===== src/design/pipeline_tail_params.svh =====
`ifndef PIPELINE_TAIL_PARAMS_SVH
`define PIPELINE_TAIL_PARAMS_SVH

// Drawing buffer geometry, identical to the visible area
`define PT_H_ACTIVE 16
`define PT_V_ACTIVE 12
`define PT_BUF_WORDS (`PT_H_ACTIVE * `PT_V_ACTIVE)
`define PT_ADDR_W 8

// Horizontal timing in pixel clocks
`define PT_H_FRONT 2
`define PT_H_SYNC 3
`define PT_H_BACK 3
`define PT_H_TOTAL (`PT_H_ACTIVE + `PT_H_FRONT + `PT_H_SYNC + `PT_H_BACK)

// Vertical timing in lines
`define PT_V_FRONT 1
`define PT_V_SYNC 2
`define PT_V_BACK 1
`define PT_V_TOTAL (`PT_V_ACTIVE + `PT_V_FRONT + `PT_V_SYNC + `PT_V_BACK)

// Level of hsync and vsync during the pulse (0 is active low)
`define PT_SYNC_POL 0

`endif


===== src/design/pipeline_tail_pkg.sv =====
package pipeline_tail_pkg;

    typedef struct packed {
        logic [3:0] red;
        logic [3:0] green;
        logic [3:0] blue;
    } color_t;

    // Control word opcodes
    typedef enum logic [1:0] {
        OP_FILL      = 2'd0,
        OP_FRAME_END = 2'd1,
        OP_RSVD_2    = 2'd2,
        OP_RSVD_3    = 2'd3
    } pixel_op_t;

    // Kind bit 0 writes a single pixel
    typedef struct packed {
        logic       kind;
        logic [7:0] x;
        logic [6:0] y;
        color_t     color;
        logic [3:0] pad;
    } draw_word_t;

    // Kind bit 1 carries an opcode
    typedef struct packed {
        logic        kind;
        pixel_op_t   op;
        color_t      color;
        logic [16:0] pad;
    } ctrl_word_t;

    typedef union packed {
        draw_word_t draw;
        ctrl_word_t ctrl;
    } pixel_word_t;

endpackage


===== src/design/frame_buffer_pair.sv =====
`timescale 1ns/1ps
`include "pipeline_tail_params.svh"

module frame_buffer_pair (
    input  logic                      clk_display,
    input  logic                      buffer_select,
    input  logic                      view_back,
    input  logic                      write_en,
    input  logic [`PT_ADDR_W-1:0]     write_addr,
    input  pipeline_tail_pkg::color_t write_data,
    input  logic [`PT_ADDR_W-1:0]     read_addr,
    output pipeline_tail_pkg::color_t read_data
);
    import pipeline_tail_pkg::*;

    logic show_sel;
    logic show_sel_q;

    // Buffer index on screen, normally the one not being drawn
    assign show_sel = view_back ? buffer_select : !buffer_select;

    //////////////////////
    // Memories
    //////////////////////

    // Buffer 0 is A, written while buffer_select is 0
    for (genvar b = 0; b < 2; b++) begin : g_buf
        color_t mem [`PT_BUF_WORDS];
        color_t rd_q;

        // Both buffers start out black
        initial begin
            for (int i = 0; i < `PT_BUF_WORDS; i++) begin
                mem[i] = '0;
            end
        end

        always @(posedge clk_display) begin
            if (write_en && (buffer_select == 1'(b))) begin
                mem[write_addr] <= write_data;
            end
            rd_q <= mem[read_addr];
        end
    end

    // Select follows the data through the read stage
    always_ff @(posedge clk_display) begin
        show_sel_q <= show_sel;
    end

    assign read_data = show_sel_q ? g_buf[1].rd_q : g_buf[0].rd_q;

endmodule


===== config.mk =====
export PLATFORM = sky130hd
export DESIGN_NAME = frame_buffer_pair
export DESIGN_NICKNAME = d
export VERILOG_FILES = /design/src/design/pipeline_tail_pkg.sv /design/src/design/frame_buffer_pair.sv
export VERILOG_INCLUDE_DIRS = /design/src /design/src/design
export SDC_FILE = /design/constraint.sdc
export NUM_CORES = 2
export LEC_CHECK = 0
export BUFFER_PORTS_ARGS = -buffer_cell sky130_fd_sc_hd__buf_2
export CAP_MARGIN = 20
export CORE_MARGIN = 2
export CORE_UTILIZATION = 55
export CTS_BUF_LIST = sky130_fd_sc_hd__clkbuf_4 sky130_fd_sc_hd__clkbuf_8
export DETAILED_ROUTE_END_ITERATION = 7
export MAX_ROUTING_LAYER = met4
export PLACE_DENSITY = 0.72
export SLEW_MARGIN = 10
export SYNTH_ARGS = -nofsm -noshare
export SYNTH_HDL_FRONTEND = slang
export SYNTH_MEMORY_MAX_BITS = 65536
export SYNTH_SLANG_ARGS = --single-unit

===== constraint.sdc =====
create_clock -name clk_display -period 2.76 [get_ports clk_display]
set_clock_uncertainty 0.05 [all_clocks]
set_input_delay 0.138 -clock clk_display [delete_from_list [all_inputs] [get_ports clk_display]]
set_output_delay 0.138 -clock clk_display [all_outputs]
set_load 0.02 [all_outputs]

# Word-level counts from Yosys, hierarchy flattened

Memories as Yosys holds them, arrays and structs flattened. A register that Yosys moved wholly into a read port is not among the register bits.
Cells that the tools add are included.

Flip-flop bits (word level): 1
Bits in writable memories: 4608
Bits of input ports: 32
Output and inout bits: 12
Word-level logic and storage cells: 13
Memories: 2

Memory list:

| name         | words | width | rd ports | clocked after Yosys merged registers in | wr ports | RTL line                | RTL |
|---|---|---|---|---|---|---|---|
| g_buf[0].mem | 192   | 12    | 1        | 1                                       | 1        | frame_buffer_pair.sv:28 | `` color_t mem [`PT_BUF_WORDS]; `` |
| g_buf[1].mem | 192   | 12    | 1        | 1                                       | 1        | frame_buffer_pair.sv:28 |  |

Muxes and demuxes: 6
Bitwise operators: 1
Reduce and logical (&&, ||, !) cells: 3

Operators with widths:

| kind              | number |
|---|---|
| 2-to-1 mux 12 bit | 1 |
| 2-to-1 mux 1 bit  | 5 |
| logical AND 1 bit | 2 |
| zero test 1 bit   | 1 |
| NOT 1 bit         | 1 |

# Logic depth before layout (Yosys ltp)

Depth after elaboration: 4
Gate-level depth with buffers: 13
Depth with buffers taken out: 6

# Least setup slack after synthesis

OpenSTA, ideal clock, no wires.

Path type: input -> register
From: input port read_addr[0]
To: register g_buf[0].rd_q[0] (netlist name)
Arrival time: 2.476 ns
Path slack: 0.096 ns
Cell stages on the path: 10
Path buffers: 5
Path through: buf_6 -> buf_6 -> buf_4 -> buf_2 -> buf_2 -> mux4_2 -> mux2i_1 -> a211oi_1 -> a2111oi_2 -> o2111ai_1

RTL lines:

| element         | RTL line                | RTL |
|---|---|---|
| start, declared | frame_buffer_pair.sv:11 | `` input logic [`PT_ADDR_W-1:0] read_addr, `` |

==> results.py <==
metrics = {
    "floorplan": {
        "die_h_microns": 572.3,
        "floorplan.initialDensity_pct": 55.32,
        "num_io_pins": 44,
        "core-area_sq_um": 321100,
        "floorplan.die_area_sq_um": 327600,
        "die-width_microns": 572.3,
        "rows": 208,
    },
    "drt": {
        "first_iter_violations": 12930,
        "post_drt_via_cell_ratio": 6.359,
        "route.detailed.drc": 0,
        "drt-total-wl_microns": 459400,
        "met2_length_microns": 219000,
        "detail_route.wirelength.met1_microns": 169400,
        "route.top_layer_used": "met4",
        "antenna_violating_nets_left": 0,
        "number_of_optimization_iterations_in_the_first_detailed_route_pass": 6,
        "total_via_count_in_the_routed_design": 90150,
        "routed-wl-met3_microns": 49740,
        "route.detailed.wl_per_inst_microns": 32.41,
    },
    "yosys": {
        "leading_post_synthesis_cells_by_cell_area": "edfxtp_1 78%, mux4_2 16%, mux2i_1 1.2%",
        "synth_flop_cell": "edfxtp_1",
        "synthesis.yosys.warnings": 0,
        "muxShareOfSynthArea_pct": 17.16,
        "most_common_cell_in_the_netlist": "edfxtp_1",
        "combinational_family_with_the_most_area_after_synthesis": "multiplexers",
        "synthesis.area_per_instance_sq_um": 23.11,
        "synth_simple_gate_area_share_pct": 1.573,
        "postSynthCellCount": 7688,
        "synth.ff_latch_count": 4633,
        "post_synth_fa_ha_maj_area_fraction_pct": 0,
        "synth_area_in_compound_gates_pct": 1.792,
        "netlist_area_sq_um": 177700,
        "synth.cells.most_frequent": "4,608 x edfxtp_1, 1,253 x mux4_2, 405 x nor2_1, 206 x mux2i_1, 203 x clkbuf_1",
        "seq_total_area_yosys_pct": 78.17,
        "synth_largest_type_area_fraction_pct": 77.89,
        "ys_async_sr_fraction_pct": 0,
        "synth_cell_types": 50,
        "number_of_enable_type_register_cells_in_the_synthesized_netlist": 4608,
        "synth-xor-area-share_pct": 0.004930,
        "mappedNetlistNets": 7720,
        "synth_top_area_cell": "edfxtp_1",
    },
    "setup_path": {
        "rr_endpoint": "g_buf[1].rd_q[6]",
        "setup.worst_path.end_class": "register",
        "worstPathMaxFanout": 1,
        "worst-r2r-cell-count": 6,
        "crit-reg2reg-launch": "g_buf[1].mem[76][6]",
        "cp-start-kind": "register",
        "critical_path_required_ns": 3.78,
        "worstSetupPathType": "register to register",
        "reg_to_reg_slack_setup_ns": 0.02,
        "timing.critical_path.arrival_ns": 3.76,
    },
    "sta": {
        "setup_viol": 0,
        "setup_repair_after_global_routing_missed_its_margin": "false",
        "worst_hold_slack_ns": 0.06430,
        "hold_violations": 0,
        "final.setup.worst_slack_ns": 0.02104,
        "slew-limit-headroom_pct": 20.31,
        "ratio_of_final_minimum_period_to_clock_period_pct": 99.24,
        "fmax_mhz": 365.1,
        "slew_violations": 0,
        "post-route-min-period_ns": 2.739,
        "worst-slew-pin-transition_ns": 1.195,
    },
    "grt": {
        "initial_antenna_violation_count": 33,
        "grt_max_degree": 149,
        "leftover_overflow_at_the_end_of_global_routing": 0,
        "grt_pass1_wl_microns": 655100,
        "grt_usage_pct": 29.11,
        "grt_pass1_vias": 91130,
    },
    "finish": {
        "drive_gt1_share_pct": 37.32,
        "synthToLayoutAreaGrowth_pct": 16.81,
        "fin_area_sq_um": 207500,
        "layout.cells.non_filler": 14180,
        "layout_nets": 9290,
    },
    "placement": {
        "postPlaceCellArea_sq_um": 192800,
        "port_buffers": 43,
        "pre_cts_ws_ns": -0.5473,
        "gp_congestion": 0.9232,
        "half_perimeter_wire_length_of_the_detailed_placement_result_microns": 290500,
        "numPlacedInstances": 12790,
    },
    "clock_tree": {
        "cts.reportedPaths.clkPinSlew_ns": 0.06,
        "ctsLongestPathBuffers": 4,
        "ctsHtreeMaxLevel": 6,
        "tritoncts": "yes",
        "clock_insertion_delay_worst_skew_ns": 1.24,
        "numCtsBuffers": 709,
        "root_buffer": "clkbuf_8",
        "post_cts_buffers": 0,
        "clock_sinks": 4633,
    },
    "hold_path": {
        "whs_endpoint": "g_buf[0].mem[9][7]",
        "worstHoldPathType": "primary input to register",
        "hold_path.startpoint": "write_data[7]",
        "holdPathStages": 3,
    },
    "status": {
        "outcome": "completed",
    },
    "power": {
        "leakagePower_nw": 67.29,
        "p_per_area_nw_per_um2": 681.7,
        "power.total_mw": 141.5,
        "worst_ir_drop_vdd_uv": 516.7,
    },
    "flow_run": {
        "maxCapViolations": 0,
    },
}
[stage by stage]
stage	setup TNS [ns]	util, %
floorplan	0	-
global placement	-9.861	60.01
detailed placement	-8.823	60.02
CTS	0	64.58
global route	0	64.61
finish	0	64.62
[routing by layer]
| metal | up-vias | GRT usage, % |
|---|---|---|
| met5 | - | - |
| met4 | 0 | 12.38 |
| met3 | 898 | 5.815 |
| met2 | 5714 | 43.67 |
| met1 | 47410 | 39.50 |
| li1 | 36130 | - |
[flip-flops by register name, indices dropped and copies added (netlist names)]
name and count:
g_buf.mem 4608, g_buf.rd_q 24, show_sel_q 1
[final cells by class]
type                            instances  area [sq um]
Antenna cell                           39         97.59
Clock buffer                          957         11710
Clock inverter                        328          2161
Fill cell                           20470        113600
Inverter                                1         11.26
Multi-Input combinational cell       2602         36660
Sequential cell                      4633        138900
Tap cell                             4305          5386
Timing Repair Buffer                 1311         12610
[worst max-delay path by stage]
| stage | to | slack (ns) | start |
|---|---|---|---|
| 3_3_place_gp | g_buf[0].rd_q[8] | -0.81 | read_addr[2] |
| 2_1_floorplan | g_buf[0].rd_q[0] | 0.1 | read_addr[0] |
| 4_1_cts | g_buf[1].rd_q[9] | 0.01 | g_buf[1].mem[163][9] |
| 5_1_grt | g_buf[1].rd_q[9] | 0.008 | g_buf[1].mem[67][9] |
| 6_report | g_buf[1].rd_q[6] | 0.02 | g_buf[1].mem[76][6] |
| 3_5_place_dp | g_buf[1].rd_q[10] | -0.55 | read_addr[0] |
[power by group]
part / internal, mW / switching (mW)
clock: 29.0 / 26.5
combinational: 3.32 / 4.96
sequential: 77.5 / 0.0965
[timing repair]
item | in CTS | in global routing
hold buffers | 64 | 0
gates resized for setup | 8 | 2
endpoints found under the setup margin | 11 | 6
hold endpoints to repair | 6918 | 0
[layout by cell type, fill, tap and decap left out, types with 12 or more instances in the layout]
| cell type | count |
|---|---|
| a22oi_1 | 102 |
| a22o_1 | 14 |
| and2_1 | 14 |
| o21ai_0 | 18 |
| nor2_1 | 401 |
| clkinv_8 | 12 |
| dlygate4sd3_1 | 54 |
| diode_2 | 39 |
| a21oi_1 | 92 |
| mux2_2 | 14 |
| nor2b_1 | 35 |
| a211oi_1 | 82 |
| clkbuf_8 | 726 |
| nand2_1 | 134 |
| o221ai_1 | 13 |
| buf_8 | 14 |
| edfxtp_1 | 4608 |
| bufinv_16 | 13 |
| a211o_1 | 14 |
| clkinv_1 | 190 |
| buf_2 | 25 |
| buf_4 | 1010 |
| buf_12 | 199 |
| a31oi_1 | 20 |
| mux4_2 | 1253 |
| o22ai_1 | 47 |
| inv_8 | 14 |
| mux2i_1 | 206 |
| dfxtp_1 | 25 |
| a32oi_1 | 12 |
| nor3_1 | 12 |
| clkinv_2 | 70 |
| clkbuf_4 | 233 |
[cell families after synthesis]
| group | count (synthesis) |
|---|---|
| DFF | 4633 |
| muxes | 1477 |
| and+or+nand+nor | 668 |
| AOI/OAI and AO/OA | 456 |
| buffers and inverters | 453 |
| xor gates and xnor gates | 1 |
[worst max-delay path, cell delays in order, from the launching register on]
cell	delay, ns
edfxtp_1	0.38
mux4_2	0.49
mux4_2	0.49
a21oi_1	0.30
buf_4	0.16
a21oi_1	0.19
or4b_1	0.52
(Power assumes the default switching activity.)
