`config.mk`:
```
export PLATFORM = sky130hd
export DESIGN_NAME = vga_scanout
export DESIGN_NICKNAME = d
export VERILOG_FILES = /design/src/design/pipeline_tail_pkg.sv /design/src/design/vga_scanout.sv
export VERILOG_INCLUDE_DIRS = /design/src /design/src/design
export SDC_FILE = /design/constraint.sdc
export NUM_CORES = 1
export LEC_CHECK = 0
export ABC_CLOCK_PERIOD_IN_PS = 1450
export BUFFER_PORTS_ARGS = -buffer_cell sky130_fd_sc_hd__buf_2
export CORE_MARGIN = 8
export CORE_UTILIZATION = 46
export CTS_BUF_LIST = sky130_fd_sc_hd__clkbuf_8
export CTS_CLUSTER_DIAMETER = 50
export CTS_CLUSTER_SIZE = 24
export DETAILED_ROUTE_END_ITERATION = 16
export GPL_TIMING_DRIVEN = 0
export HOLD_SLACK_MARGIN = 0.06
export PLACE_DENSITY = 0.89
export SLEW_MARGIN = 5
export SYNTH_ARGS = -nofsm -noshare
export SYNTH_HDL_FRONTEND = slang
export SYNTH_SLANG_ARGS = --single-unit
```
`constraint.sdc`:
```
create_clock -name clk_display -period 1.45 [get_ports clk_display]
set_clock_uncertainty 0.05 [all_clocks]
set_input_delay 0.145 -clock clk_display [delete_from_list [all_inputs] [get_ports clk_display]]
set_output_delay 0.145 -clock clk_display [all_outputs]
set_load 0.005 [all_outputs]
```
`src/design/pipeline_tail_params.svh`:
```
`ifndef PIPELINE_TAIL_PARAMS_SVH
`define PIPELINE_TAIL_PARAMS_SVH

// Drawing buffer geometry, identical to the visible area
`define PT_H_ACTIVE 16
`define PT_V_ACTIVE 12
`define PT_BUF_WORDS (`PT_H_ACTIVE * `PT_V_ACTIVE)
`define PT_ADDR_W 8

// Horizontal timing in pixel clocks
`define PT_H_FRONT 2
`define PT_H_SYNC 3
`define PT_H_BACK 3
`define PT_H_TOTAL (`PT_H_ACTIVE + `PT_H_FRONT + `PT_H_SYNC + `PT_H_BACK)

// Vertical timing in lines
`define PT_V_FRONT 1
`define PT_V_SYNC 2
`define PT_V_BACK 1
`define PT_V_TOTAL (`PT_V_ACTIVE + `PT_V_FRONT + `PT_V_SYNC + `PT_V_BACK)

// Level of hsync and vsync during the pulse (0 is active low)
`define PT_SYNC_POL 0

`endif

```
`src/design/pipeline_tail_pkg.sv`:
```
package pipeline_tail_pkg;

    typedef struct packed {
        logic [3:0] red;
        logic [3:0] green;
        logic [3:0] blue;
    } color_t;

    // Control word opcodes
    typedef enum logic [1:0] {
        OP_FILL      = 2'd0,
        OP_FRAME_END = 2'd1,
        OP_RSVD_2    = 2'd2,
        OP_RSVD_3    = 2'd3
    } pixel_op_t;

    // Kind bit 0 writes a single pixel
    typedef struct packed {
        logic       kind;
        logic [7:0] x;
        logic [6:0] y;
        color_t     color;
        logic [3:0] pad;
    } draw_word_t;

    // Kind bit 1 carries an opcode
    typedef struct packed {
        logic        kind;
        pixel_op_t   op;
        color_t      color;
        logic [16:0] pad;
    } ctrl_word_t;

    typedef union packed {
        draw_word_t draw;
        ctrl_word_t ctrl;
    } pixel_word_t;

endpackage

```
`src/design/vga_scanout.sv`:
```
`timescale 1ns/1ps
`include "pipeline_tail_params.svh"

module vga_scanout (
    input  logic                      clk_display,
    input  logic                      rstn_display,
    input  pipeline_tail_pkg::color_t read_data,
    output logic [`PT_ADDR_W-1:0]     read_addr,
    output logic                      vga_hsync,
    output logic                      vga_vsync,
    output logic [3:0]                vga_red,
    output logic [3:0]                vga_green,
    output logic [3:0]                vga_blue
);
    localparam int   H_W          = $clog2(`PT_H_TOTAL);
    localparam int   V_W          = $clog2(`PT_V_TOTAL);
    localparam int   H_SYNC_START = `PT_H_ACTIVE + `PT_H_FRONT;
    localparam int   H_SYNC_END   = H_SYNC_START + `PT_H_SYNC;
    localparam int   V_SYNC_START = `PT_V_ACTIVE + `PT_V_FRONT;
    localparam int   V_SYNC_END   = V_SYNC_START + `PT_V_SYNC;
    localparam logic SYNC_ON      = 1'(`PT_SYNC_POL);

    logic [H_W-1:0] h_cnt;
    logic [V_W-1:0] v_cnt;
    logic           h_last;
    logic           v_last;
    logic           active;
    logic           hsync_now;
    logic           vsync_now;
    logic           active_d1;
    logic           hsync_d1;
    logic           vsync_d1;

    //////////////////////
    // Timing counters
    //////////////////////

    assign h_last = (h_cnt == H_W'(`PT_H_TOTAL - 1));
    assign v_last = (v_cnt == V_W'(`PT_V_TOTAL - 1));

    always_ff @(posedge clk_display or negedge rstn_display) begin
        if (!rstn_display) begin
            h_cnt <= '0;
            v_cnt <= '0;
        end else begin
            h_cnt <= h_last ? '0 : h_cnt + 1'b1;
            if (h_last) begin
                v_cnt <= v_last ? '0 : v_cnt + 1'b1;
            end
        end
    end

    assign active    = (h_cnt < H_W'(`PT_H_ACTIVE)) && (v_cnt < V_W'(`PT_V_ACTIVE));
    assign hsync_now = (h_cnt >= H_W'(H_SYNC_START)) && (h_cnt < H_W'(H_SYNC_END));
    assign vsync_now = (v_cnt >= V_W'(V_SYNC_START)) && (v_cnt < V_W'(V_SYNC_END));

    // Parked at address 0 during blanking
    assign read_addr = active ? `PT_ADDR_W'(v_cnt * `PT_H_ACTIVE + h_cnt) : '0;

    //////////////////////
    // Output pipeline
    //////////////////////

    // Stage 1 matches the memory read
    always_ff @(posedge clk_display or negedge rstn_display) begin
        if (!rstn_display) begin
            active_d1 <= 1'b0;
            hsync_d1  <= 1'b0;
            vsync_d1  <= 1'b0;
        end else begin
            active_d1 <= active;
            hsync_d1  <= hsync_now;
            vsync_d1  <= vsync_now;
        end
    end

    // Stage 2 drives the pins
    always_ff @(posedge clk_display or negedge rstn_display) begin
        if (!rstn_display) begin
            vga_hsync <= !SYNC_ON;
            vga_vsync <= !SYNC_ON;
            vga_red   <= 4'd0;
            vga_green <= 4'd0;
            vga_blue  <= 4'd0;
        end else begin
            vga_hsync <= hsync_d1 ? SYNC_ON : !SYNC_ON;
            vga_vsync <= vsync_d1 ? SYNC_ON : !SYNC_ON;
            vga_red   <= active_d1 ? read_data.red : 4'd0;
            vga_green <= active_d1 ? read_data.green : 4'd0;
            vga_blue  <= active_d1 ? read_data.blue : 4'd0;
        end
    end

endmodule

```
-- Word level (Yosys, flattened, before mapping)
Index checks and enable logic that the tools add are counted.
- add/sub/neg operators: 3
- magnitude comparators: 6
- equality and inequality tests: 2
- muxes and demuxes: 8
- reductions and logical operators: 3
- operator list (operator ; count):
    $mux 4 ; 4
    $lt 5x5->1 const B ; 2
    $add 8x5->8 ; 1
    $lt 4x4->1 const B ; 2
    $mux 8 ; 1
    $add 5x1->5 const B ; 1
    $eq 5x5->1 const B ; 1
    $ge 5x5->1 const B ; 1
    $mux 5 ; 1
    $add 4x1->4 const B ; 1
    $eq 4x4->1 const B ; 1
    $ge 4x4->1 const B ; 1
    $logic_and 1x1->1 ; 3
    $mux 1 ; 2
- register bits: 26
- input bits: 14
- output and inout port bits: 22
- word-level logic and storage cells: 32

-- Logic depth before layout (Yosys ltp)
- depth in word-level cells: 3
- depth in mapped cells: 5
- gate-level depth less buffers: 4

-- Worst setup path after synthesis
No wires, ideal clock.
- path type: flip-flop to flip-flop
- start: register h_cnt[0]
- end: register v_cnt[3]
- library setup time: 122 ps
- data arrival time: 1171 ps
- data required time: 1278 ps
- path slack: 107 ps
- cell stages (with the launch flop): 5
- buffers on the path: 1
- cell sequence: dfrtp_1 > ha_1 > and4b_1 > buf_6 > a32o_1
- longest elaborated chain between the ends: 1
- ends and longest elaborated chain (item ; line ; text):
    start: declaration ; vga_scanout.sv:23 ; logic [H_W-1:0] h_cnt;
    start signal: assignment ; vga_scanout.sv:46 ; h_cnt <= h_last ? '0 : h_cnt + 1'b1;
    $eq 5x5->1 ; vga_scanout.sv:38 ; assign h_last = (h_cnt == H_W'(`PT_H_TOTAL - 1));
    end signal: assignment ; vga_scanout.sv:48 ; v_cnt <= v_last ? '0 : v_cnt + 1'b1;
    end: declaration ; vga_scanout.sv:24 ; logic [V_W-1:0] v_cnt;
No other way between the ends.
A chain may end at the register's enable or synchronous reset.

-- Final worst setup path
- start: register v_cnt[0]
- end: output read_addr[6]
- longest elaborated chain between the ends: 3
- elaborated cells on any way between the ends: 4
- ends and longest elaborated chain (item ; line ; text):
    branches (longest 2 deep; another with $add 8x5->8) ; - ;
    $mux 8 * ; vga_scanout.sv:58 ; assign read_addr = active ? `PT_ADDR_W'(v_cnt * `PT_H_ACTIVE + h_cnt) : '0;
    end: declaration ; vga_scanout.sv:8 ; output logic [`PT_ADDR_W-1:0] read_addr,
Mark *: on every way between the ends.

==> out/qor.csv <==
metric,value,unit
synth.distinct_cells,25,
dp_cells,155,
gr-total-overflow,0,
critPathArrivalTime,1.47,ns
wire_per_inst,14.6,um
cts_root_buffer,clkbuf_8,
p_switching,0.245,mW
num_vias,873,
worstSetupEndpointType,primary output,
r2r_setup_slack,0,ns
antenna_found_initial,0,
slew_violations,0,
clock.fmax,601,MHz
post_route_cells_drive_above_1_share,41.1,%
max_slew_margin,62.8,%
ys_seq_elements,26,
fillers,151,
viasPerCell,4.88,
clk_pin_slew,0.09,ns
area_delta_synth_final,45.8,%
grt_pass1_wl,3980,um
tightest_slew,0.558,ns
routed_wl,2610,um
post-route-util,71.7,%
core-area,2230,um^2
dieWidth,64.9,um
period_share,115,%
first_pass_iters,6,
setup_viol,8,
final_cells,179,
cts_num_sinks,26,
cp_max_fo,2,
rows,17,
peakVddDrop,0.610,mV
drv_cap,0,
io_buffers,35,
r2r-end,v_cnt[3],
start_kind,flop,
p_leak,0.839,nW
sw_frac_of_total,17.7,%
ant_nets,0,
min_from,read_data[10],
initialDrtViolationCount,20,
pwr-share-seq,52.7,%
initial_core_util,49.2,%
required,1.25,ns
hold_end,vga_red[2],
fin_nets,172,
fp.dieArea,4210,um^2
synth_warnings,0,
routabilityCongestion,0.798,
route.detailed.drc,0,
status,finished with violations,
violations,negative setup slack,
internal_power,1.13,mW
ys_seq_area_share,59.5,%
min_period,1.66,ns
r2r_cells,5,
clkPwrFrac,42.6,%
grt_use_total,11.8,%
clk_latency,0.27,ns
cts_tree,done,
synthesis.area,1100,um^2
whs_path_depth,2,
setup_ws,-0.215,ns
final.setup.tns,-0.527,ns
synth_cells,92,
rr_startpoint,h_cnt[4],
die_y,64.9,um
combinationalPowerShare,4.6,%
h-tree-depth,1,
cellPowerDensity,861,nW/um^2
numCtsBuffers,3,
first_global_vias,872,
final_hold_viol_count,0,
syn_nets,112,
clk_path_buf_depth,2,
post-dp-hpwl,1690,um
hold_class,primary input to flop,
critical_path_class,flop to primary output,
hold-worst-slack,0.0625,ns
ios,36,
synth.avg_cell_area,11.9,um^2
grt_max_degree,27,
antennaDiodeCount,0,
rsz0062_at_grt,true,
-- kinds of logic after synthesis --
family	Yosys count	share of synthesized area, %
fa+ha+maj	6	6.83
compound gates	7	3.87
xor+xnor	4	3.19
buf+inv	8	4.44
flops	26	59.5
mux	1	0.911
simple gates	40	21.3
-- flip-flops by register name, summed over array words and instances, names as in the netlist --
name       cells
active_d1      1
h_cnt          5
hsync_d1       1
v_cnt          4
vga_blue       4
vga_green      4
vga_hsync      1
vga_red        4
vga_vsync      1
vsync_d1       1
-- through the flow --
stage | area (um^2) | power, mW | setup WS, ns
floorplan | 1100 | 0.752 | 0.107
global placement | 1310 | 0.782 | -0.00513
detailed placement | 1310 | 0.785 | -0.0465
CTS | 1540 | 1.39 | -0.183
global route | 1600 | 1.42 | -0.276
finish | 1600 | 1.38 | -0.215
-- synth_stat cells --
library cell / number / area, um^2
ha_1: 6 / 75.1
a21o_1: 1 / 7.51
mux2i_1: 1 / 10.0
nand3_1: 4 / 20.0
dfrtp_1: 24 / 601
and2_1: 19 / 119
buf_6: 2 / 22.5
and3b_1: 1 / 8.76
nand3_2: 1 / 10.0
buf_4: 1 / 7.51
nor2_1: 4 / 15.0
and2b_1: 1 / 7.51
nor2b_1: 2 / 12.5
a21oi_1: 2 / 10.0
nand2_1: 5 / 18.8
inv_1: 4 / 15.0
dfstp_2: 2 / 52.6
nor3b_1: 1 / 7.51
a32o_1: 1 / 10.0
xor2_1: 3 / 26.3
xnor2_1: 1 / 8.76
and4b_1: 1 / 10.0
o21ai_0: 3 / 15.0
nor3_1: 1 / 5.00
clkbuf_1: 1 / 3.75
-- worst max path at each step --
stage / startpoint / to / slack [ns] / depth (start not counted)
floorplan: h_cnt[0] / v_cnt[3] / 0.11 / 4
finish: v_cnt[0] / read_addr[6] / -0.21 / 5
detailed placement: h_cnt[4] / read_addr[6] / -0.05 / 5
global route: h_cnt[4] / read_addr[6] / -0.28 / 5
global placement: h_cnt[4] / read_addr[6] / -0.005 / 5
CTS: h_cnt[4] / read_addr[6] / -0.18 / 5
-- per-layer routing --
layer,part of all wire [%],track usage (%)
met5,0,0
met4,1.2,5.45
met1,43,12.8
met3,9.8,4.64
met2,46,20.0
-- worst max-delay path: stages, from the launching register on --
cell	delay (ns)
dfrtp_2	0.44
ha_4	0.18
ha_4	0.15
xor2_1	0.14
and2_1	0.17
buf_2	0.13
-- area by class of cell --
type,instances,area [um^2],share of cell area [%]
Sequential cell,26,657,41.0
Multi-Input combinational cell,58,435,27.2
Timing Repair Buffer,55,354,22.1
Clock buffer,3,41.3,2.58
Tap cell,28,35.0,2.19
Buffer,4,33.8,2.11
Clock inverter,1,30.0,1.87
Inverter,4,15.0,0.937
-- power by group through the flow --
stage,combinational [mW],sequential (mW),clock (mW)
finish,0.0639,0.727,0.588
global route,0.0727,0.727,0.619
CTS,0.0658,0.727,0.599
detailed placement,0.0439,0.741,0
global placement,0.0410,0.741,0
floorplan,0.0113,0.741,0
-- cell usage in the layout, fill, tap and decap left out, types with 2 or more instances in the layout --
| master | count |
|---|---|
| nor2_1 | 4 |
| nor2b_1 | 2 |
| inv_1 | 4 |
| dfstp_2 | 2 |
| o21ai_0 | 3 |
| buf_2 | 35 |
| clkbuf_8 | 3 |
| xor2_1 | 3 |
| nand2_1 | 5 |
| buf_6 | 3 |
| buf_4 | 10 |
| nand3_1 | 4 |
| dfrtp_2 | 3 |
| ha_4 | 2 |
| ha_1 | 3 |
| and2_1 | 19 |
| dfrtp_1 | 21 |
| dlygate4sd3_1 | 10 |
-- repair_timing --
item                                   4_1_cts  5_1_grt
setup buffers                                4        6
setup endpoints to repair                    9        9
hold buffers                                10        0
gates resized for setup                      8        3
pin swaps                                    2        6
endpoints found under the hold margin       33        0
Power figures use the tool's default switching activity.
