File: config.mk
export PLATFORM = sky130hd
export DESIGN_NAME = draw_writer
export DESIGN_NICKNAME = d
export VERILOG_FILES = /design/src/design/pipeline_tail_pkg.sv /design/src/design/draw_writer.sv
export VERILOG_INCLUDE_DIRS = /design/src /design/src/design
export SDC_FILE = /design/constraint.sdc
export NUM_CORES = 1
export LEC_CHECK = 0
export CORE_MARGIN = 2
export CORE_UTILIZATION = 25
export CTS_CLUSTER_DIAMETER = 100
export DETAILED_ROUTE_END_ITERATION = 10
export DONT_BUFFER_PORTS = 1
export GPL_TIMING_DRIVEN = 0
export SLEW_MARGIN = 20
export SYNTH_ARGS = -nofsm -noshare
export SYNTH_HDL_FRONTEND = slang
export SYNTH_SLANG_ARGS = --single-unit
File: constraint.sdc
create_clock -name clk_display -period 1.6 [get_ports clk_display]
set_input_delay 0.16 -clock clk_display [delete_from_list [all_inputs] [get_ports clk_display]]
set_output_delay 0.16 -clock clk_display [all_outputs]
set_load 0.005 [all_outputs]
File: src/design/pipeline_tail_params.svh
`ifndef PIPELINE_TAIL_PARAMS_SVH
`define PIPELINE_TAIL_PARAMS_SVH

// Drawing buffer geometry, identical to the visible area
`define PT_H_ACTIVE 16
`define PT_V_ACTIVE 12
`define PT_BUF_WORDS (`PT_H_ACTIVE * `PT_V_ACTIVE)
`define PT_ADDR_W 8

// Horizontal timing in pixel clocks
`define PT_H_FRONT 2
`define PT_H_SYNC 3
`define PT_H_BACK 3
`define PT_H_TOTAL (`PT_H_ACTIVE + `PT_H_FRONT + `PT_H_SYNC + `PT_H_BACK)

// Vertical timing in lines
`define PT_V_FRONT 1
`define PT_V_SYNC 2
`define PT_V_BACK 1
`define PT_V_TOTAL (`PT_V_ACTIVE + `PT_V_FRONT + `PT_V_SYNC + `PT_V_BACK)

// Level of hsync and vsync during the pulse (0 is active low)
`define PT_SYNC_POL 0

`endif

File: src/design/pipeline_tail_pkg.sv
package pipeline_tail_pkg;

    typedef struct packed {
        logic [3:0] red;
        logic [3:0] green;
        logic [3:0] blue;
    } color_t;

    // Control word opcodes
    typedef enum logic [1:0] {
        OP_FILL      = 2'd0,
        OP_FRAME_END = 2'd1,
        OP_RSVD_2    = 2'd2,
        OP_RSVD_3    = 2'd3
    } pixel_op_t;

    // Kind bit 0 writes a single pixel
    typedef struct packed {
        logic       kind;
        logic [7:0] x;
        logic [6:0] y;
        color_t     color;
        logic [3:0] pad;
    } draw_word_t;

    // Kind bit 1 carries an opcode
    typedef struct packed {
        logic        kind;
        pixel_op_t   op;
        color_t      color;
        logic [16:0] pad;
    } ctrl_word_t;

    typedef union packed {
        draw_word_t draw;
        ctrl_word_t ctrl;
    } pixel_word_t;

endpackage

File: src/design/draw_writer.sv
`timescale 1ns/1ps
`include "pipeline_tail_params.svh"

module draw_writer (
    input  logic                      clk_display,
    input  logic                      rstn_display,
    input  logic                      cmd_draw,
    input  logic                      cmd_fill,
    input  logic                      cmd_frame_end,
    input  logic [`PT_ADDR_W-1:0]     cmd_addr,
    input  pipeline_tail_pkg::color_t cmd_color,
    input  logic                      swap_pulse,
    output logic                      writer_ready,
    output logic                      write_en,
    output logic [`PT_ADDR_W-1:0]     write_addr,
    output pipeline_tail_pkg::color_t write_data,
    output logic                      frame_done
);
    import pipeline_tail_pkg::*;

    localparam logic [1:0] ST_CLEAR     = 2'd0;
    localparam logic [1:0] ST_IDLE      = 2'd1;
    localparam logic [1:0] ST_FILL      = 2'd2;
    localparam logic [1:0] ST_WAIT_SWAP = 2'd3;

    logic [1:0]            state;
    logic [`PT_ADDR_W-1:0] fill_cnt;
    logic                  fill_last;
    color_t                fill_color;

    assign writer_ready = (state == ST_IDLE);
    assign fill_last    = (fill_cnt == `PT_ADDR_W'(`PT_BUF_WORDS - 1));

    always_ff @(posedge clk_display or negedge rstn_display) begin
        if (!rstn_display) begin
            state      <= ST_CLEAR;
            fill_cnt   <= '0;
            write_en   <= 1'b0;
            frame_done <= 1'b0;
        end else begin
            write_en <= 1'b0;
            case (state)
                // Reset clear and colour fill share the address sweep
                ST_CLEAR, ST_FILL: begin
                    write_en <= 1'b1;
                    fill_cnt <= fill_last ? '0 : fill_cnt + 1'b1;
                    if (fill_last) begin
                        state <= ST_IDLE;
                    end
                end
                ST_IDLE: begin
                    write_en <= cmd_draw;
                    if (cmd_fill) begin
                        state <= ST_FILL;
                    end else if (cmd_frame_end) begin
                        state      <= ST_WAIT_SWAP;
                        frame_done <= 1'b1;
                    end
                end
                default: begin
                    if (swap_pulse) begin
                        state      <= ST_IDLE;
                        frame_done <= 1'b0;
                    end
                end
            endcase
        end
    end

    always_ff @(posedge clk_display) begin
        if (cmd_fill) begin
            fill_color <= cmd_color;
        end
        if (cmd_draw) begin
            write_addr <= cmd_addr;
            write_data <= cmd_color;
        end else if (state == ST_CLEAR || state == ST_FILL) begin
            write_addr <= fill_cnt;
            write_data <= (state == ST_CLEAR) ? '0 : fill_color;
        end
    end

    // Decoder keeps its command while the writer is busy
    assert property (@(posedge clk_display) disable iff (!rstn_display)
        (cmd_draw || cmd_fill || cmd_frame_end) |-> writer_ready);

endmodule

# After elaboration in Yosys (flattened, before gate mapping)
# Cells that the tools add are included.
# totals
regBits	44
in_bits	26
output_inout_bits	23
# op_classes
add_sub_neg	1
eq_ne	7
muxes	16
bitwise	1
n_reduce_logical	8
# ops
op	count
$mux W12	3
$mux W8	3
$add A8 B1 Y8 const B	1
$eq A8 B8 Y1 const B	1
$mux W2	4
$ne A2 B2 Y1 const B	3
$pmux W1 S2	2
$pmux W2 S2	1
$reduce_and A4 Y1	1
$reduce_bool A2 Y1	2
$mux W1	3
$ne A3 B3 Y1 const B	1
$reduce_and A3 Y1	1
$reduce_bool A3 Y1	1
$eq A2 B1 Y1 const B	1
$eq A2 B2 Y1 const B	1
$logic_not A2 Y1	1
$reduce_or A2 Y1	1
$logic_or A1 B1 Y1	1
$not A1 Y1	1

# Depth between registers and ports, before layout
# Gate-level depths: netlist (run 1).
# depth
word_depth	4
mapped_depth	4

# Least setup slack after synthesis (run 1)
# No wires, ideal clock.
# synth_timing
path_type	input to register
from	input cmd_draw
to	register write_addr[0], enable pin
arrival_time_ns	1.082
required_ns	1.223
path_slack_ns	0.142
stages	4
n_path_buf	2
path_cell_list	clkbuf_1 > buf_2 > inv_1 > nand2_1
# synth_between
elab_chain_cells	1
# synth_rtl
element	line	text
start, declared	draw_writer.sv:7	input logic cmd_draw,
$reduce_bool A2 Y1 (no line)	-	
end signal, assigned	draw_writer.sv:75	write_addr <= cmd_addr;
end signal, assigned	draw_writer.sv:78	write_addr <= fill_cnt;
end, declared	draw_writer.sv:15	output logic [`PT_ADDR_W-1:0] write_addr,
# Every way passes these cells.
# A chain may end at the register's enable or synchronous reset.

# Final worst setup path (run 1)
# layout_timing
from	register fill_cnt[0]
to	register fill_cnt[6]
# layout_between
elab_chain_cells	2
elab_cells_between_ends	3
classes_between	1 x add/sub; 1 x eq/ne; 1 x mux
# layout_rtl
element	line	text
start, declared	draw_writer.sv:27	logic [`PT_ADDR_W-1:0] fill_cnt;
start signal, assigned	draw_writer.sv:46	fill_cnt <= fill_last ? '0 : fill_cnt + 1'b1;
$add A8 B1 Y8 / $eq A8 B8 Y1 (equally long branches)	draw_writer.sv:46, draw_writer.sv:32	
$mux W8 (*)	draw_writer.sv:46	
# Mark *: on every way between the ends. The rest lies on a longest branch, timed or not.

==> results of run 1 <==
## synth_stat cells (2+ instances only)
cell and n:
mux2_2 8, nand4b_1 2, buf_2 2, nand2_1 8
inv_1 4, nor2_1 7, o21ai_0 7, nand2b_1 5
clkbuf_1 3, a22o_1 12, xor2_1 2, edfxtp_1 32
dfrtp_1 12, xnor2_1 2
## final cells by class
type,instances,area share [%]
Sequential cell,44,59.5
Clock buffer,6,3.42
Buffer,5,1.06
Inverter,4,0.708
Clock inverter,2,0.590
Tap cell,96,5.66
Multi-Input combinational cell,63,22.5
Timing Repair Buffer,14,6.60
## logic make-up (layout without fill, tap and decap cells)
family | after synthesis | count (layout) | share of synthesized area (%)
AOI/OAI and AO/OA | 24 | 24 | 10.3
DFF | 44 | 44 | 71.5
buffers and inverters | 9 | 31 | 2.06
muxes | 8 | 8 | 5.11
and+or+nand+nor | 26 | 26 | 8.37
xor gates and xnor gates | 4 | 4 | 1.99
adders and majority gates | 1 | 1 | 0.709
## through the flow
| step | hold slack (ns) | instances | total power (W) |
|---|---|---|---|
| global placement | -0.135 | 212 | 0.00137 |
| CTS | 0.000313 | 234 | 0.00209 |
| floorplan | -0.136 | 116 | 0.00135 |
| finish | 0.0132 | 234 | 0.00206 |
| global route | 0.0321 | 234 | 0.00214 |
| detailed placement | -0.135 | 212 | 0.00137 |
## cells in the final DEF, fill, tap and decap left out, types with 2 or more instances in the layout
cell type       n
edfxtp_1       32
dlygate4sd3_1  14
a22o_1         12
dfrtp_1        11
mux2_2          8
nand2_1         7
o21ai_0         7
nor2_1          6
nand2b_1        5
clkbuf_8        5
inv_1           4
clkbuf_1        3
buf_2           2
xnor2_1         2
nand4b_1        2
xor2_1          2
## registers in the layout, summed over array words and instances, names as in the netlist
| register | cells |
|---|---|
| write_en | 1 |
| frame_done | 1 |
| write_addr | 8 |
| write_data | 12 |
| state | 2 |
| fill_cnt | 8 |
| fill_color | 12 |
## report_power, final
group | internal [W] | leakage (nW) | switching [W]
combinational | 0.0000465 | 0.255 | 0.0000363
sequential | 0.00128 | 0.494 | 0.0000187
clock | 0.000305 | 0.0412 | 0.000376
## worst paths after layout
path                                 from             end  slack [ns]  cells after the start
min                         cmd_frame_end        state[1]        0.01                      2
min reg2reg                fill_color[11]  write_data[11]        0.54                      1
max reg2reg                   fill_cnt[0]     fill_cnt[6]        0.08                      4
max                           fill_cnt[0]     fill_cnt[6]        0.08                      4
min in group asynchronous    rstn_display        state[0]        0.29                      1
max in group asynchronous    rstn_display     fill_cnt[0]        0.91                      1
## per-layer routing
layer	share of wire, %	global-route usage (%)	vias up	wire length [um]
met5	0	0	-	0
met4	1.9	4.20	0	70
met3	6.0	3.68	6	214
met2	48	15.1	30	1730
met1	44	12.3	473	1580
li1	-	-	480	-
## what timing repair did
item,4_1_cts,5_1_grt
pin swaps,0,1
resized for setup,1,5
setup endpoints to repair,20,24
endpoints found under the hold margin,36,0
hold buffers,14,0
## critical path: cells and delay by family, from the launching register on
family                     cells  cell delay (ns)
muxes                          1             0.34
and+or+nand+nor                2             0.47
adders and majority gates      1             0.18
DFF                            1             0.42
==> metrics, run 1 <==
run status finished clean; Slew HR 62.8%; critical path, cell by cell ha_1 > nand4b_1 > nor2_2 > mux2_2; EDFF count, synth 32; Slowest-stage cell, CP dfrtp_2; Detail Placement HPWL 2.46 mm; fill count 658; DRT Wirelength 3.60 mm; Worst Hold Class in -> reg; skew final 0.00148 ns; Max Fanout on Critical Path 5; I/O Buffers 0; Remaining Overflow, GRT 0; post-CTS setup repair buffer count 0; post-synth top area cell edfxtp_1; DP Worst Slack -0.279 ns; DIE AREA 7740 sq um; Yosys cell types 24; GRT Total Usage 9.77%; Mapped Nets 143; top_reg_cell synth edfxtp_1; router iterations before antenna repair 4; Yosys warning total 0; setup total negative slack 0 ns; fraction of registers with async set/reset 27.3%; Sequential cell area 1260 sq um; Design Area, Final 2120 sq um; vias in the first global route 965; Core Util, Final 31.2%; gpl congestion 0.786; largest net degree at the start of global routing 21; worst setup margin 0.0802 ns; Detail Route Antenna Nets 0; max_cap viols 0; # rows 30; Final min period 1.52 ns; I/O pins 49; Worst Path Arrival 1.70 ns; root buffer cell clkbuf_8; vias post-DR 989; synth-to-layout area growth 20.3%; H-tree levels 2; register bit total from synthesis 44; clock latency on the worst-skew pair 0.29 ns; Die Span Y 88.0 um; Initial Util 26.0%; achievable frequency 658 MHz; Post-Syn Instances 116; Initial DRC Count 53; Worst Setup Start Kind flip-flop; post-synthesis area per instance 15.2 sq um; peak per-stage delay on the critical path 0.42 ns; final-report max-slew violation count 0; clock slew at reported path FFs 0.08 ns; DRC errors left 0; Wirelength per Cell 15.4 um; Lkg Pwr 0.790 nW; CTS tree yes; initial antenna violation count 0; RSZ-0062 raised after global routing no; critical path class reg -> reg; clock buffer depth 2; global-route wire length before repair 5.42 mm; Setup-failing EPs final 0; cell area after synthesis 1760 sq um; Core Region 6790 sq um; Seq/Total Area, Yosys 71.5%; layout cells sized above 1 16.7%; vias per cell 4.23; kind of end point of the critical path flip-flop; Die X 88.0 um; # diodes 0; Synth top area share 54.5%; CTS buffer count 5; Num Clock Sinks 44; Fin. Hold Viols 0; nets 164; dpl cell area 1880 sq um; period utilization 95.0%; VDD IR max 0.286 mV; worst endpoint required time 1.78 ns; multi-input logic area 477 sq um; worst slew pin tran 0.556 ns; Power Dens Cells 971 nW/um^2; top post-synthesis cells by area edfxtp_1 54%, dfrtp_1 17%, a22o_1 6.0%
Power figures use the tool's default switching activity.
==> run 2: changes to the inputs <==
Settings changed: BUFFER_PORTS_ARGS set to -buffer_cell sky130_fd_sc_hd__buf_2, DONT_BUFFER_PORTS 1 to unset.
==> metrics, run 2 (synthesis gave the netlist of run 1 again) <==
Worst Setup Start Kind flip-flop; commonest non-fill, non-tap cell in the layout buf_2; sequential share of power 62.5%; Fin. Hold Viols 0; Detail Placement HPWL 2.54 mm; max_cap viols 0; Core Region 6790 sq um; kind of end point of the critical path flip-flop; synth-to-layout area growth 25.7%; Lkg Pwr 0.928 nW; P_sw 0.000419 W; Clk pwr share 31.7%; global-route wire length before repair 5.44 mm; DIE AREA 7740 sq um; Initial Util 26.0%; skew final 0.00442 ns; Die X 88.0 um; Layout Cells excl Fill 268; I/O pins 49; final-report max-slew violation count 0; DRT Wirelength 3.53 mm; largest net degree at the start of global routing 21; Sequential cell area 1260 sq um; root buffer cell clkbuf_8; Power Dens Cells 931 nW/um^2; VDD IR max 0.262 mV; # diodes 0; Crit path max-delay family simple AND/OR/NAND/NOR gates; post-CTS setup repair buffer count 0; CTS tree yes; clock latency on the worst-skew pair 0.28 ns; run status finished clean; Slowest-stage cell, CP dfrtp_2; Die Span Y 88.0 um; multi-input logic area 472 sq um; DRC errors left 0; Core Util, Final 32.6%; critical path class reg -> reg; Slew HR 66.6%; WP buf/inv 0; CTS buffer count 5; Int Power 0.00164 W; Num Clock Sinks 44; vias post-DR 1108; Max Fanout on Critical Path 5; gpl congestion 0.739; fill count 691; GRT Total Usage 9.56%; I/O Buffers 47; clock buffer depth 2; H-tree levels 2; dpl cells 259; Wirelength per Cell 13.2 um; critical path, cell by cell ha_1 > nand4b_1 > nor2_2 > mux2_2; period utilization 93.2%; nets 198; router iterations before antenna repair 7; initial antenna violation count 0; worst slew pin tran 0.500 ns; Remaining Overflow, GRT 0; # rows 30; achievable frequency 671 MHz; Initial DRC Count 40; Top Registers fill_color (12), write_data (12); Detail Route Antenna Nets 0; peak per-stage delay on the critical path 0.42 ns; Comb pwr share 5.9%; Final min period 1.49 ns; layout cells sized above 1 39.5%; clock slew at reported path FFs 0.08 ns; hold_ws 0.0678 ns; vias in the first global route 1077; Worst Hold Class in -> reg; RSZ-0062 raised after global routing no; vias per cell 4.13; Setup-failing EPs final 0; Worst Path Arrival 1.66 ns; worst endpoint required time 1.77 ns; commonest non-fill, non-tap cells in the layout 49 x buf_2, 32 x edfxtp_1, 12 x a22o_1; Switching Share 20.3%
-- run 2: worst paths after layout --
kind	slack, ns	cells past startpoint	to	startpoint
min in group asynchronous	0.28	2	write_en	rstn_display
hold reg to reg	0.53	1	write_data[4]	fill_color[4]
max in group asynchronous	1.08	2	fill_cnt[0]	rstn_display
hold / removal	0.07	1	fill_color[5]	cmd_color[5]
setup reg to reg	0.11	4	fill_cnt[6]	fill_cnt[0]
setup / recovery	0.11	4	fill_cnt[6]	fill_cnt[0]
-- run 2: cell type report --
type	instances	share of cell area [%]
Sequential cell	44	56.9
Multi-Input combinational cell	63	21.3
Buffer	5	1.02
Inverter	4	0.677
Clock inverter	1	0.169
Clock buffer	7	3.44
Timing Repair Buffer	48	11.1
Tap cell	96	5.42
-- run 2: power by group through the flow --
stage / Sequential (W) / Clock (W) / Combinational [W]
floorplan: 0.00132 / 0 / 0.0000353
global placement: 0.00131 / 0 / 0.000119
detailed placement: 0.00132 / 0 / 0.000121
CTS: 0.00129 / 0.000677 / 0.000124
global route: 0.00129 / 0.000732 / 0.000135
finish: 0.00129 / 0.000654 / 0.000121
-- run 2: through the flow --
step | worst slack (ns) | setup TNS, ns | power, W | area (sq um)
6_report | 0.109 | 0 | 0.00206 | 2220
3_5_place_dp | -0.272 | -5.42 | 0.00144 | 2120
5_1_grt | 0.0100 | 0 | 0.00216 | 2220
3_3_place_gp | -0.248 | -4.95 | 0.00143 | 2120
4_1_cts | 0.0303 | 0 | 0.00209 | 2210
2_1_floorplan | 0.142 | 0 | 0.00135 | 1760
-- run 2: what timing repair did --
item                                    4_1_cts  5_1_grt
hold endpoints to repair                     12        0
pin swaps                                     0        2
hold buffers                                  1        0
endpoints found under the setup margin       20       27
resized for setup                             1        5
-- run 2: layer usage --
layer	global-route usage, %	vias to the layer above	wire (um)	share of wire [%]
met2	14.9	24	1620	46
met5	0	-	0	0
met4	4.62	0	40	1.1
li1	-	548	-	-
met3	2.92	2	143	4.1
met1	12.1	534	1720	49
==> run 3: changes to the inputs <==
--- a/config.mk
+++ b/config.mk
@@ -9,5 +9,5 @@
 export BUFFER_PORTS_ARGS = -buffer_cell sky130_fd_sc_hd__buf_2
 export CORE_MARGIN = 2
-export CORE_UTILIZATION = 25
+export CORE_UTILIZATION = 35
 export CTS_CLUSTER_DIAMETER = 100
 export DETAILED_ROUTE_END_ITERATION = 10
==> constraint.sdc (replaced) <==
create_clock -name clk_display -period 1.6 [get_ports clk_display]
set_input_delay 0.08 -clock clk_display [delete_from_list [all_inputs] [get_ports clk_display]]
set_output_delay 0.08 -clock clk_display [all_outputs]
set_load 0.005 [all_outputs]
==> metrics, run 3 (synthesis gave the netlist of run 1 again) <==
run status finished clean; fill count 434; GRT Total Usage 12.8%; kind of end point of the critical path flip-flop; clock buffer depth 2; Worst Hold Class in -> reg; FF-to-FF Start fill_cnt[0]; skew final 0.00745 ns; Max Fanout on Critical Path 5; nets 211; max_cap viols 0; Die Span Y 75.0 um; layout cells sized above 1 36.8%; CTS tree yes; RSZ-0062 raised after global routing no; Fin. Hold Viols 0; Setup-failing EPs final 0; r2r worst-path depth 4; Sequential cell area 1260 sq um; vias per cell 4.62; Reg-to-Reg End fill_cnt[6]; DIE AREA 5620 sq um; Core Region 4790 sq um; dpl cell area 2080 sq um; synth-to-layout area growth 31.1%; # rows 25; critical path class reg -> reg; clock latency on the worst-skew pair 0.29 ns; largest net degree at the start of global routing 21; commonest non-fill, non-tap cells in the layout 49 x buf_2, 32 x edfxtp_1, 13 x dlygate4sd3_1; VDD IR max 0.323 mV; Final min period 1.50 ns; Detail Placement HPWL 2.43 mm; DRC errors left 0; Slew HR 65.5%; Setup crit start fill_cnt[0]; worst slew pin tran 0.518 ns; CTS buffer count 5; DRT Wirelength 3.38 mm; Slowest-stage cell, CP dfrtp_1; gpl congestion 0.733; Worst Setup EP fill_cnt[6]; router iterations before antenna repair 4; peak per-stage delay on the critical path 0.43 ns; Top Registers fill_color (12), write_data (12); root buffer cell clkbuf_8; worst setup margin 0.0959 ns; Num Clock Sinks 44; hold_ws 0.0630 ns; Worst Path Arrival 1.68 ns; worst endpoint required time 1.78 ns; multi-input logic area 477 sq um; Crit path depth 4; Lkg Pwr 0.988 nW; achievable frequency 665 MHz; Initial DRC Count 52; I/O pins 49; Detail Route Antenna Nets 0; vias in the first global route 1155; initial antenna violation count 0; Worst Setup Start Kind flip-flop; final-report max-slew violation count 0; WP buf/inv 0; global-route wire length before repair 5.14 mm; # diodes 0; Remaining Overflow, GRT 0; clock slew at reported path FFs 0.08 ns; H-tree levels 2; overall power 0.00209 W; flop2flop setup slack 0.1 ns; Design Area, Final 2310 sq um; Initial Util 36.9%; commonest non-fill, non-tap cell in the layout buf_2; period utilization 94.0%; Wirelength per Cell 13.4 um; Die X 75.0 um; DP Worst Slack -0.199 ns; critical path, cell by cell ha_1 > nand4b_1 > nor2_2 > mux2_2; vias post-DR 1164; Crit path max-delay family simple AND/OR/NAND/NOR gates; I/O Buffers 47; Power Dens Cells 904 nW/um^2
-- run 3: cell type report --
class,instances,share of cell area [%]
Buffer,5,0.920
Multi-Input combinational cell,63,20.6
Timing Repair Buffer,61,16.1
Clock buffer,7,3.30
Clock inverter,1,0.216
Inverter,4,0.649
Sequential cell,44,54.5
Tap cell,67,3.63
-- run 3: worst min-delay path by stage --
stage	cells past startpoint	to	slack [ns]	startpoint
3_5_place_dp	1	fill_cnt[1]	-0.03	rstn_display
6_report	3	state[1]	0.06	cmd_frame_end
2_1_floorplan	0	fill_cnt[0]	-0.22	rstn_display
4_1_cts	3	state[1]	0.05	cmd_frame_end
5_1_grt	2	write_addr[4]	0.08	cmd_addr[4]
3_3_place_gp	1	fill_cnt[1]	-0.03	rstn_display
-- run 3: power breakdown --
part	internal (W)	switching (W)	leakage (nW)
Clock	0.000307	0.000352	0.0422
Sequential	0.00128	0.0000115	0.494
Combinational	0.0000816	0.0000608	0.452
-- run 3: stage by stage --
stage / std cells / util, % / setup TNS [ns]
detailed placement: 230 / 43.5 / -3.96
floorplan: 116 / - / 0
finish: 252 / 48.3 / 0
CTS: 251 / 48.0 / 0
global placement: 230 / 43.5 / -2.80
global route: 252 / 48.3 / 0
-- run 3: per-layer routing --
metal	global-route usage [%]	routed length, um
met3	5.22	238
met2	22.3	1710
met5	0	0
met1	13.1	1350
met4	6.75	85
-- run 3: worst min-delay path: cells and delay by family --
kind	cells	cell delay [ns]
AOI/OAI and AO/OA	2	0.15
buffers and inverters	1	0.09
-- run 3: repair_timing --
| item | in CTS | in global routing |
|---|---|---|
| gates resized for setup | 1 | 3 |
| hold buffers | 13 | 0 |
| gates cloned | 0 | 0 |
| setup endpoints to repair | 20 | 23 |
| pin swaps | 0 | 1 |
| hold endpoints to repair | 24 | 0 |
| setup buffers | 0 | 1 |
